==> config.mk <==
export PLATFORM = sky130hd
export DESIGN_NAME = axi_master_bridge
export DESIGN_NICKNAME = d
export VERILOG_FILES = /design/src/axi_bridge_pkg.sv /design/src/burst_fifo.sv /design/src/command_arbiter.sv /design/src/read_engine.sv /design/src/write_engine.sv /design/src/axi_master_bridge.sv
export SDC_FILE = /design/constraint.sdc
export NUM_CORES = 1
export LEC_CHECK = 0
export BUFFER_PORTS_ARGS = -buffer_cell sky130_fd_sc_hd__buf_2
export CAP_MARGIN = 10
export CORE_MARGIN = 5
export CORE_UTILIZATION = 40
export CTS_BUF_LIST = sky130_fd_sc_hd__clkbuf_4 sky130_fd_sc_hd__clkbuf_8
export CTS_CLUSTER_DIAMETER = 80
export DETAILED_ROUTE_END_ITERATION = 8
export PLACE_DENSITY = 0.67
export SYNTH_ARGS = -nofsm -noshare
export SYNTH_HDL_FRONTEND = slang
export SYNTH_HIERARCHICAL = 1
export SYNTH_SLANG_ARGS = --single-unit
==> constraint.sdc <==
create_clock -name ACLK -period 10.3 [get_ports ACLK]
set_input_delay 1.03 -clock ACLK [delete_from_list [all_inputs] [get_ports ACLK]]
set_output_delay 1.03 -clock ACLK [all_outputs]
set_load 0.1 [all_outputs]
==> src/axi_bridge_pkg.sv <==
// Shared definitions for the AXI4 burst master bridge
// Bus widths, response codes, command opcodes and arbiter states

package axi_bridge_pkg;

  // --------------------------------------------------
  // Bus widths
  // --------------------------------------------------
  localparam int ADDR_W  = 32;
  localparam int DATA_W  = 32;

  // AXLEN field
  localparam int LEN_W   = 8;

  // User word count, 1 to 256
  localparam int COUNT_W = 9;

  // Address bits below one data word
  localparam int BYTE_OFF_W = $clog2(DATA_W / 8);

  // --------------------------------------------------
  // AXI response codes
  // --------------------------------------------------
  typedef logic [1:0] resp_t;

  localparam resp_t RESP_OKAY   = 2'b00;
  localparam resp_t RESP_EXOKAY = 2'b01;
  localparam resp_t RESP_SLVERR = 2'b10;
  localparam resp_t RESP_DECERR = 2'b11;

  // SLVERR and DECERR both carry the upper bit
  function automatic logic resp_is_err(resp_t resp);
    return resp[1];
  endfunction

  // --------------------------------------------------
  // Command and arbiter encodings
  // --------------------------------------------------
  // Engine that holds the grant
  typedef enum logic {
    OP_READ  = 1'b0,
    OP_WRITE = 1'b1
  } cmd_op_e;

  typedef enum logic [1:0] {
    ARB_IDLE = 2'b00,
    ARB_BUSY = 2'b01,
    ARB_DONE = 2'b10
  } arb_state_e;

endpackage

==> src/burst_fifo.sv <==
// Circular data FIFO used on both bridge data paths
// Memory held inline, head-of-queue word shown combinationally,
// empty and almost-full flags registered from the next count

`timescale 1ns/1ps

module burst_fifo
  import axi_bridge_pkg::*;
#(
  parameter int FIFO_AW         = 4,
  parameter int ALMOST_FULL_GAP = 3
) (
  input  logic              ACLK,
  input  logic              aresetn_rrr,
  input  logic              enq,
  input  logic [DATA_W-1:0] data_in,
  input  logic              deq,
  output logic [DATA_W-1:0] data_out,
  output logic              empty,
  output logic              almost_full
);

  localparam int DEPTH = 2 ** FIFO_AW;
  localparam int CNT_W = FIFO_AW + 1;

  // Occupancy levels in count width
  localparam logic [CNT_W-1:0] FULL_LEVEL = CNT_W'(DEPTH);
  localparam logic [CNT_W-1:0] AF_LEVEL   = CNT_W'(DEPTH - ALMOST_FULL_GAP);

  logic [DATA_W-1:0]  mem [DEPTH];
  logic [FIFO_AW-1:0] head;
  logic [FIFO_AW-1:0] tail;
  logic [CNT_W-1:0]   count;
  logic [CNT_W-1:0]   count_nxt;
  logic               do_enq;
  logic               do_deq;

  // Full blocks the push, empty blocks the pop
  // With both requests in the middle range, count holds
  assign do_enq = enq && (count != FULL_LEVEL);
  assign do_deq = deq && (count != '0);

  always_comb begin
    count_nxt = count;
    if (do_enq && !do_deq) begin
      count_nxt = count + 1'b1;
    end else if (do_deq && !do_enq) begin
      count_nxt = count - 1'b1;
    end
  end

  // Storage, written at the head
  always_ff @(posedge ACLK) begin
    if (do_enq) begin
      mem[head] <= data_in;
    end
  end

  // Pointers wrap naturally on the power-of-two depth
  always_ff @(posedge ACLK) begin
    if (!aresetn_rrr) begin
      head        <= '0;
      tail        <= '0;
      count       <= '0;
      empty       <= 1'b1;
      almost_full <= 1'b0;
    end else begin
      if (do_enq) begin
        head <= head + 1'b1;
      end
      if (do_deq) begin
        tail <= tail + 1'b1;
      end
      count       <= count_nxt;
      empty       <= (count_nxt == '0);
      almost_full <= (count_nxt >= AF_LEVEL);
    end
  end

  // Oldest word
  assign data_out = mem[tail];

endmodule

==> src/command_arbiter.sv <==
// Command arbiter for the burst bridge
// Latches and word-aligns one user command, grants the read or write
// engine, pulses user_ready on completion and keeps the sticky error

`timescale 1ns/1ps

module command_arbiter
  import axi_bridge_pkg::*;
(
  input  logic               ACLK,
  input  logic               aresetn_rrr,
  input  logic [ADDR_W-1:0]  user_addr,
  input  logic [COUNT_W-1:0] user_word_size,
  input  logic               user_read_enable,
  input  logic               user_write_enable,
  input  logic               rd_done,
  input  logic               wr_done,
  input  logic               rd_resp_err,
  input  logic               wr_resp_err,
  output logic               user_ready,
  output logic               rd_start,
  output logic               wr_start,
  output logic [ADDR_W-1:0]  cmd_addr,
  output logic [LEN_W-1:0]   cmd_len,
  output logic               error
);

  arb_state_e        state;
  cmd_op_e           grant;
  logic [ADDR_W-1:0] addr_aligned;
  logic              grant_done;

  // Low byte-offset bits cleared
  assign addr_aligned = {user_addr[ADDR_W-1:BYTE_OFF_W], {BYTE_OFF_W{1'b0}}};

  // Completion from the engine holding the grant
  assign grant_done = (grant == OP_READ) ? rd_done : wr_done;

  // --------------------------------------------------
  // Grant FSM
  // --------------------------------------------------
  always_ff @(posedge ACLK) begin
    if (!aresetn_rrr) begin
      state      <= ARB_IDLE;
      grant      <= OP_READ;
      rd_start   <= 1'b0;
      wr_start   <= 1'b0;
      user_ready <= 1'b0;
    end else begin
      // Start and ready are single-cycle pulses
      rd_start   <= 1'b0;
      wr_start   <= 1'b0;
      user_ready <= 1'b0;
      case (state)
        ARB_IDLE: begin
          // Read wins when both enables are up
          if (user_read_enable) begin
            grant    <= OP_READ;
            rd_start <= 1'b1;
            state    <= ARB_BUSY;
          end else if (user_write_enable) begin
            grant    <= OP_WRITE;
            wr_start <= 1'b1;
            state    <= ARB_BUSY;
          end
        end
        ARB_BUSY: begin
          if (grant_done) begin
            user_ready <= 1'b1;
            state      <= ARB_DONE;
          end
        end
        // User drops its enable here
        ARB_DONE: state <= ARB_IDLE;
        default:  state <= ARB_IDLE;
      endcase
    end
  end

  // Command payload, captured on accept
  always_ff @(posedge ACLK) begin
    if (state == ARB_IDLE && (user_read_enable || user_write_enable)) begin
      cmd_addr <= addr_aligned;
      cmd_len  <= LEN_W'(user_word_size - COUNT_W'(1));
    end
  end

  // Sticky until reset
  always_ff @(posedge ACLK) begin
    if (!aresetn_rrr) begin
      error <= 1'b0;
    end else if (rd_resp_err || wr_resp_err) begin
      error <= 1'b1;
    end
  end

endmodule

==> src/read_engine.sv <==
// Read burst engine
// Issues one INCR burst on AR and moves the R beats into the read FIFO

`timescale 1ns/1ps

module read_engine
  import axi_bridge_pkg::*;
#(
  parameter logic [ADDR_W-1:0] TARGET_BASE = '0
) (
  input  logic              ACLK,
  input  logic              aresetn_rrr,
  input  logic              start,
  input  logic [ADDR_W-1:0] cmd_addr,
  input  logic [LEN_W-1:0]  cmd_len,
  input  logic              m_axi_arready,
  input  logic [DATA_W-1:0] m_axi_rdata,
  input  resp_t             m_axi_rresp,
  input  logic              m_axi_rvalid,
  input  logic              rfifo_almost_full,
  output logic [ADDR_W-1:0] m_axi_araddr,
  output logic [LEN_W-1:0]  m_axi_arlen,
  output logic              m_axi_arvalid,
  output logic              m_axi_rready,
  output logic              rfifo_enq,
  output logic [DATA_W-1:0] rfifo_data,
  output logic              done,
  output logic              resp_err
);

  logic             busy;
  logic [LEN_W-1:0] beat_cnt;
  logic             r_hs;

  // Back-pressure from the read FIFO
  assign m_axi_rready = !rfifo_almost_full;
  assign r_hs         = busy && m_axi_rvalid && m_axi_rready;

  // Flagged on the beat itself
  assign resp_err = r_hs && resp_is_err(m_axi_rresp);

  always_ff @(posedge ACLK) begin
    if (!aresetn_rrr) begin
      busy          <= 1'b0;
      beat_cnt      <= '0;
      m_axi_arvalid <= 1'b0;
      rfifo_enq     <= 1'b0;
      done          <= 1'b0;
    end else begin
      rfifo_enq <= 1'b0;
      done      <= 1'b0;
      if (start) begin
        busy          <= 1'b1;
        beat_cnt      <= '0;
        m_axi_arvalid <= 1'b1;
      end else if (m_axi_arvalid && m_axi_arready) begin
        m_axi_arvalid <= 1'b0;
      end
      // Each accepted beat goes to the FIFO one cycle later
      if (r_hs) begin
        rfifo_enq <= 1'b1;
        beat_cnt  <= beat_cnt + 1'b1;
        if (beat_cnt == m_axi_arlen) begin
          busy <= 1'b0;
          done <= 1'b1;
        end
      end
    end
  end

  // Address, length and beat data
  always_ff @(posedge ACLK) begin
    if (start) begin
      m_axi_araddr <= TARGET_BASE + cmd_addr;
      m_axi_arlen  <= cmd_len;
    end
    if (r_hs) begin
      rfifo_data <= m_axi_rdata;
    end
  end

endmodule

==> src/write_engine.sv <==
// Write burst engine
// Issues AW, streams the W beats from the write FIFO with WLAST on the
// final beat, then waits for the B response

`timescale 1ns/1ps

module write_engine
  import axi_bridge_pkg::*;
#(
  parameter logic [ADDR_W-1:0] TARGET_BASE = '0
) (
  input  logic              ACLK,
  input  logic              aresetn_rrr,
  input  logic              start,
  input  logic [ADDR_W-1:0] cmd_addr,
  input  logic [LEN_W-1:0]  cmd_len,
  input  logic              m_axi_awready,
  input  logic              m_axi_wready,
  input  resp_t             m_axi_bresp,
  input  logic              m_axi_bvalid,
  input  logic [DATA_W-1:0] wfifo_data,
  input  logic              wfifo_empty,
  output logic [ADDR_W-1:0] m_axi_awaddr,
  output logic [LEN_W-1:0]  m_axi_awlen,
  output logic              m_axi_awvalid,
  output logic [DATA_W-1:0] m_axi_wdata,
  output logic              m_axi_wlast,
  output logic              m_axi_wvalid,
  output logic              m_axi_bready,
  output logic              wfifo_deq,
  output logic              done,
  output logic              resp_err
);

  logic               busy;
  logic               addr_done;
  logic [COUNT_W-1:0] pop_cnt;
  logic               aw_hs;
  logic               addr_ok;
  logic               w_free;
  logic               words_left;
  logic               b_hs;

  // Responses always accepted
  assign m_axi_bready = 1'b1;

  // --------------------------------------------------
  // Handshake terms
  // --------------------------------------------------
  assign aw_hs = m_axi_awvalid && m_axi_awready;

  // Address accepted now or earlier
  assign addr_ok = addr_done || aw_hs;

  // W register empty or draining this cycle
  assign w_free = !m_axi_wvalid || m_axi_wready;

  // Fewer than awlen + 1 words popped so far
  assign words_left = (pop_cnt <= COUNT_W'(m_axi_awlen));

  assign wfifo_deq = busy && addr_ok && words_left && w_free && !wfifo_empty;

  assign b_hs     = busy && m_axi_bvalid && m_axi_bready;
  assign resp_err = b_hs && resp_is_err(m_axi_bresp);

  // --------------------------------------------------
  // Control
  // --------------------------------------------------
  always_ff @(posedge ACLK) begin
    if (!aresetn_rrr) begin
      busy          <= 1'b0;
      addr_done     <= 1'b0;
      pop_cnt       <= '0;
      m_axi_awvalid <= 1'b0;
      m_axi_wvalid  <= 1'b0;
      m_axi_wlast   <= 1'b0;
      done          <= 1'b0;
    end else begin
      done <= 1'b0;
      if (start) begin
        busy          <= 1'b1;
        addr_done     <= 1'b0;
        pop_cnt       <= '0;
        m_axi_awvalid <= 1'b1;
      end else if (aw_hs) begin
        m_axi_awvalid <= 1'b0;
        addr_done     <= 1'b1;
      end
      // Load the next beat, or drop valid once the beat is taken
      // A dry FIFO leaves WVALID low until data arrives
      if (wfifo_deq) begin
        m_axi_wvalid <= 1'b1;
        m_axi_wlast  <= (pop_cnt == COUNT_W'(m_axi_awlen));
        pop_cnt      <= pop_cnt + 1'b1;
      end else if (m_axi_wvalid && m_axi_wready) begin
        m_axi_wvalid <= 1'b0;
        m_axi_wlast  <= 1'b0;
      end
      // Burst ends on the write response
      if (b_hs) begin
        busy <= 1'b0;
        done <= 1'b1;
      end
    end
  end

  // Address, length and beat data
  always_ff @(posedge ACLK) begin
    if (start) begin
      m_axi_awaddr <= TARGET_BASE + cmd_addr;
      m_axi_awlen  <= cmd_len;
    end
    // Held through WREADY stalls
    if (wfifo_deq) begin
      m_axi_wdata <= wfifo_data;
    end
  end

endmodule

==> src/axi_master_bridge.sv <==
// AXI4 burst master bridge top level
// User data FIFOs and command port on one side, AXI master on the other

`timescale 1ns/1ps

module axi_master_bridge
  import axi_bridge_pkg::*;
#(
  parameter int                FIFO_AW         = 4,
  parameter logic [ADDR_W-1:0] TARGET_BASE     = '0,
  parameter int                ALMOST_FULL_GAP = 3
) (
  input  logic               ACLK,
  input  logic               aresetn_rrr,
  // User data
  input  logic               user_write_enq,
  input  logic [DATA_W-1:0]  user_write_data,
  output logic               user_write_almost_full,
  input  logic               user_read_deq,
  output logic [DATA_W-1:0]  user_read_data,
  output logic               user_read_empty,
  // User command
  input  logic [ADDR_W-1:0]  user_addr,
  input  logic               user_read_enable,
  input  logic               user_write_enable,
  input  logic [COUNT_W-1:0] user_word_size,
  output logic               user_ready,
  output logic               error,
  // AXI write address and data
  output logic [ADDR_W-1:0]  m_axi_awaddr,
  output logic [LEN_W-1:0]   m_axi_awlen,
  output logic               m_axi_awvalid,
  input  logic               m_axi_awready,
  output logic [DATA_W-1:0]  m_axi_wdata,
  output logic               m_axi_wlast,
  output logic               m_axi_wvalid,
  input  logic               m_axi_wready,
  // AXI write response
  input  resp_t              m_axi_bresp,
  input  logic               m_axi_bvalid,
  output logic               m_axi_bready,
  // AXI read address and data
  output logic [ADDR_W-1:0]  m_axi_araddr,
  output logic [LEN_W-1:0]   m_axi_arlen,
  output logic               m_axi_arvalid,
  input  logic               m_axi_arready,
  input  logic [DATA_W-1:0]  m_axi_rdata,
  input  resp_t              m_axi_rresp,
  input  logic               m_axi_rvalid,
  output logic               m_axi_rready
);

  // Write FIFO to write engine
  logic              wfifo_deq;
  logic [DATA_W-1:0] wfifo_data;
  logic              wfifo_empty;
  // Read engine to read FIFO
  logic              rfifo_enq;
  logic [DATA_W-1:0] rfifo_data;
  logic              rfifo_almost_full;
  // Grant and completion
  logic              rd_start;
  logic              wr_start;
  logic [ADDR_W-1:0] cmd_addr;
  logic [LEN_W-1:0]  cmd_len;
  logic              rd_done;
  logic              wr_done;
  logic              rd_resp_err;
  logic              wr_resp_err;

  // --------------------------------------------------
  // Data FIFOs
  // --------------------------------------------------
  burst_fifo #(.FIFO_AW(FIFO_AW), .ALMOST_FULL_GAP(ALMOST_FULL_GAP)) i_write_fifo (
    .ACLK(ACLK), .aresetn_rrr(aresetn_rrr),
    .enq(user_write_enq), .data_in(user_write_data), .deq(wfifo_deq),
    .data_out(wfifo_data), .empty(wfifo_empty), .almost_full(user_write_almost_full)
  );

  burst_fifo #(.FIFO_AW(FIFO_AW), .ALMOST_FULL_GAP(ALMOST_FULL_GAP)) i_read_fifo (
    .ACLK(ACLK), .aresetn_rrr(aresetn_rrr),
    .enq(rfifo_enq), .data_in(rfifo_data), .deq(user_read_deq),
    .data_out(user_read_data), .empty(user_read_empty), .almost_full(rfifo_almost_full)
  );

  // --------------------------------------------------
  // Command arbiter and burst engines
  // --------------------------------------------------
  command_arbiter i_command_arbiter (
    .ACLK(ACLK), .aresetn_rrr(aresetn_rrr),
    .user_addr(user_addr), .user_word_size(user_word_size),
    .user_read_enable(user_read_enable), .user_write_enable(user_write_enable),
    .rd_done(rd_done), .wr_done(wr_done),
    .rd_resp_err(rd_resp_err), .wr_resp_err(wr_resp_err),
    .user_ready(user_ready), .rd_start(rd_start), .wr_start(wr_start),
    .cmd_addr(cmd_addr), .cmd_len(cmd_len), .error(error)
  );

  read_engine #(.TARGET_BASE(TARGET_BASE)) i_read_engine (
    .ACLK(ACLK), .aresetn_rrr(aresetn_rrr),
    .start(rd_start), .cmd_addr(cmd_addr), .cmd_len(cmd_len),
    .m_axi_arready(m_axi_arready), .m_axi_rdata(m_axi_rdata),
    .m_axi_rresp(m_axi_rresp), .m_axi_rvalid(m_axi_rvalid),
    .rfifo_almost_full(rfifo_almost_full),
    .m_axi_araddr(m_axi_araddr), .m_axi_arlen(m_axi_arlen),
    .m_axi_arvalid(m_axi_arvalid), .m_axi_rready(m_axi_rready),
    .rfifo_enq(rfifo_enq), .rfifo_data(rfifo_data),
    .done(rd_done), .resp_err(rd_resp_err)
  );

  write_engine #(.TARGET_BASE(TARGET_BASE)) i_write_engine (
    .ACLK(ACLK), .aresetn_rrr(aresetn_rrr),
    .start(wr_start), .cmd_addr(cmd_addr), .cmd_len(cmd_len),
    .m_axi_awready(m_axi_awready), .m_axi_wready(m_axi_wready),
    .m_axi_bresp(m_axi_bresp), .m_axi_bvalid(m_axi_bvalid),
    .wfifo_data(wfifo_data), .wfifo_empty(wfifo_empty),
    .m_axi_awaddr(m_axi_awaddr), .m_axi_awlen(m_axi_awlen),
    .m_axi_awvalid(m_axi_awvalid), .m_axi_wdata(m_axi_wdata),
    .m_axi_wlast(m_axi_wlast), .m_axi_wvalid(m_axi_wvalid),
    .m_axi_bready(m_axi_bready), .wfifo_deq(wfifo_deq),
    .done(wr_done), .resp_err(wr_resp_err)
  );

endmodule

==> qor.yml <==
sta:
  maxSlewViolCount: 0
  fin_crit_sh_pct: 50.0
  max-slew-margin-rel_pct: 21.6
  finalSetupViolations: 0
  hold_viol: 0
  worst_pin_slew_ns: 1.18
  skew_ns: 0.0745
  setup-tns-final_ns: 0
  fmax_mhz: 194
  rsz0062_at_grt: "no"
  min_period_ns: 5.15
placed_design:
  portBuffers: 267
  hpwl_um: 54300
  gp_congestion: 0.756
die:
  dieHeight_um: 356
  die_area_um2: 127000
  rows: 127
  start_util_pct: 40.1
  die_w_um: 356
  coreArea_um2: 120000
  io_pins: 274
routing:
  dr.pass1.iters: 5
  drt_iter0_drc: 1789
  vias_per_cell: 5.23
  drt_wl_total_um: 103000
  drcViolationCount: 0
  routed-via-count: 22400
  ant_nets: 0
  avgRoutedWirePerCell_um: 24.0
worst_setup_path:
  crit_fanout: 76
  critPathRequiredTime_ns: 9.27
  rrSetupSlack_ns: 7.05
  critPathKind: "flip-flop to output pin"
  start_kind: "flip-flop"
  cp.arrival_ns: 4.12
  crit_path_end_kind: "output pin"
clock_tree:
  clockBufferDepth: 3
  cts_buffers: 202
  clk_latency_ns: 0.90
  clk_pin_slew_ns: 0.06
  hold_buffers: 0
  cts_tree: "done"
  cts_max_level: 4
  ctsResizeCount: 0
  postCtsSetupBuffers: 0
  clock-root-buffer: "clkbuf_8"
  clock_sinks: 1278
synth:
  synthArstFlopShare_pct: 0
  synth-warning-count: 6
  netlist_instances: 2072
  synth_cell_types: 90
  synth-seq-area-share_pct: 78.4
  syn-cell-area_um2: 48000
  synthFlopType: "edfxtp_1"
  ys_seq_elements: 1278
  synth_edf_count: 1206
  avgSynthCellArea_um2: 23.2
layout:
  final_util_pct: 46.4
  n_fill_cell: 9778
  nNetsFinal: 2648
  area_delta_synth_final_pct: 15.7
  drive_gt1_share_pct: 39.0
status:
  status: "finished clean"
grt:
  grt-ovfl-total: 0
  grt_usage_pct: 16.3
  grt_pass1_vias: 24200
  grt_pass1_wl_um: 154000
  antenna_found_initial: 15
  grt_start_max_net_pins: 88
hold_path:
  hold_class: "primary input to flip-flop"
  hold_start: "m_axi_rdata[18]"
pwr:
  power_density_nw_per_um2: 200
  power.leakage_uw: 0.0177
  irDropWorstVdd_mv: 0.159
flow_run:
  cap_viol_max_count: 0
## final cells by class
cell class                 count  area, um2  area share, %
antenna                       12       30.0         0.0541
clock buffer                 287       3490           6.29
clock inverter                76        589           1.06
inverter                      34        129          0.232
multi-input combinational    674       9920           17.9
sequential                  1278      37700           67.8
tap                         1612       2020           3.63
timing repair buffer         313       1690           3.05
## metal layers
| metal | share of wire, % | track usage (%) |
|---|---|---|
| met1 | 38 | 20.0 |
| met2 | 53 | 28.4 |
| met3 | 7.3 | 4.17 |
| met4 | 2.0 | 5.10 |
| met5 | 0.047 | 0 |
## critical path, stage by stage (launching register included)
cell and delay, ns:
dfxtp_4 1.12, buf_4 0.78, mux4_2 0.41, mux4_2 0.55, buf_2 0.32
## Yosys cell counts, types with 14 or more instances
cell      number  area (um2)
xnor2_1       21         184
nand2_1       31         116
ha_1          25         313
clkbuf_1      48         180
nand3_1       23         115
edfxtp_1    1206       36200
nor3_1        14        70.1
and2_1        43         269
buf_2         26         130
inv_1         31         116
nor2_1        25        93.8
dfxtp_1       72        1440
mux4_2       320        7210
## stage by stage
stage          hold slack [ns]  cell area, um2  total power [uW]  worst slack (ns)  instances
2_1_floorplan            0.421           48000              6700              5.53       2073
3_5_place_dp             0.433           51400              6930              5.98       3911
5_1_grt                  0.220           55500             11500              4.88       4278
6_report                 0.310           55600             11100              5.15       4286
4_1_cts                  0.188           55500             11200              4.94       4274
3_3_place_gp             0.422           51400              6900              6.05       3911
## flip-flops by register name, summed over array words and instances, names as in the netlist, 2 cells and up, named ones only
name,cells
i_read_fifo/head,4
i_write_fifo/count,5
i_command_arbiter/cmd_addr,30
i_write_engine/m_axi_wdata,32
i_write_fifo/mem,512
i_read_engine/m_axi_araddr,32
i_write_engine/pop_cnt,9
i_read_fifo/mem,512
i_read_fifo/count,5
i_write_engine/m_axi_awaddr,32
i_write_engine/m_axi_awlen,8
i_write_fifo/tail,4
i_read_engine/m_axi_arlen,8
i_read_fifo/tail,4
i_write_fifo/head,4
i_read_engine/beat_cnt,8
i_command_arbiter/state,2
i_command_arbiter/cmd_len,8
i_read_engine/rfifo_data,32
## cell usage in the layout, fill, tap and decap left out, types with 9 or more instances in the layout
cell type / instances
edfxtp_1: 1206
mux4_2: 320
buf_2: 267
clkbuf_8: 214
clkbuf_4: 73
dfxtp_1: 62
buf_4: 45
clkinv_1: 42
inv_1: 31
nand2_1: 31
ha_1: 25
nand3_1: 23
and2_1: 23
nor2_1: 21
xnor2_1: 21
and2_2: 21
clkinv_2: 17
nor3_1: 14
diode_2: 12
a21oi_1: 11
o21ai_0: 11
xor2_1: 9
nand4_1: 9
## cells by family after synthesis
| logic type | Yosys count | share of synthesized area [%] |
|---|---|---|
| DFF | 1278 | 78.4 |
| muxes | 324 | 15.1 |
| and+or+nand+nor | 211 | 2.73 |
| buffers and inverters | 121 | 1.10 |
| AOI/OAI and AO/OA | 80 | 1.40 |
| xor gates and xnor gates | 31 | 0.581 |
| adders and majority gates | 25 | 0.651 |
| other | 2 | 0.0156 |
## final timing paths
check	cells after the start	end
min reg2reg	0	i_write_engine/m_axi_awaddr[18]
min	1	i_read_engine/rfifo_data[18]
max	4	user_read_data[7]
max reg2reg	3	i_write_engine/m_axi_wdata[4]
## power breakdown
group	leakage [uW]	internal, uW	switching, uW	total, uW
Clock	0.00217	2350	1940	4280
Sequential	0.0115	5740	98.7	5840
Combinational	0.00404	366	611	977
Note: power is estimated with default switching activity, not from simulation.
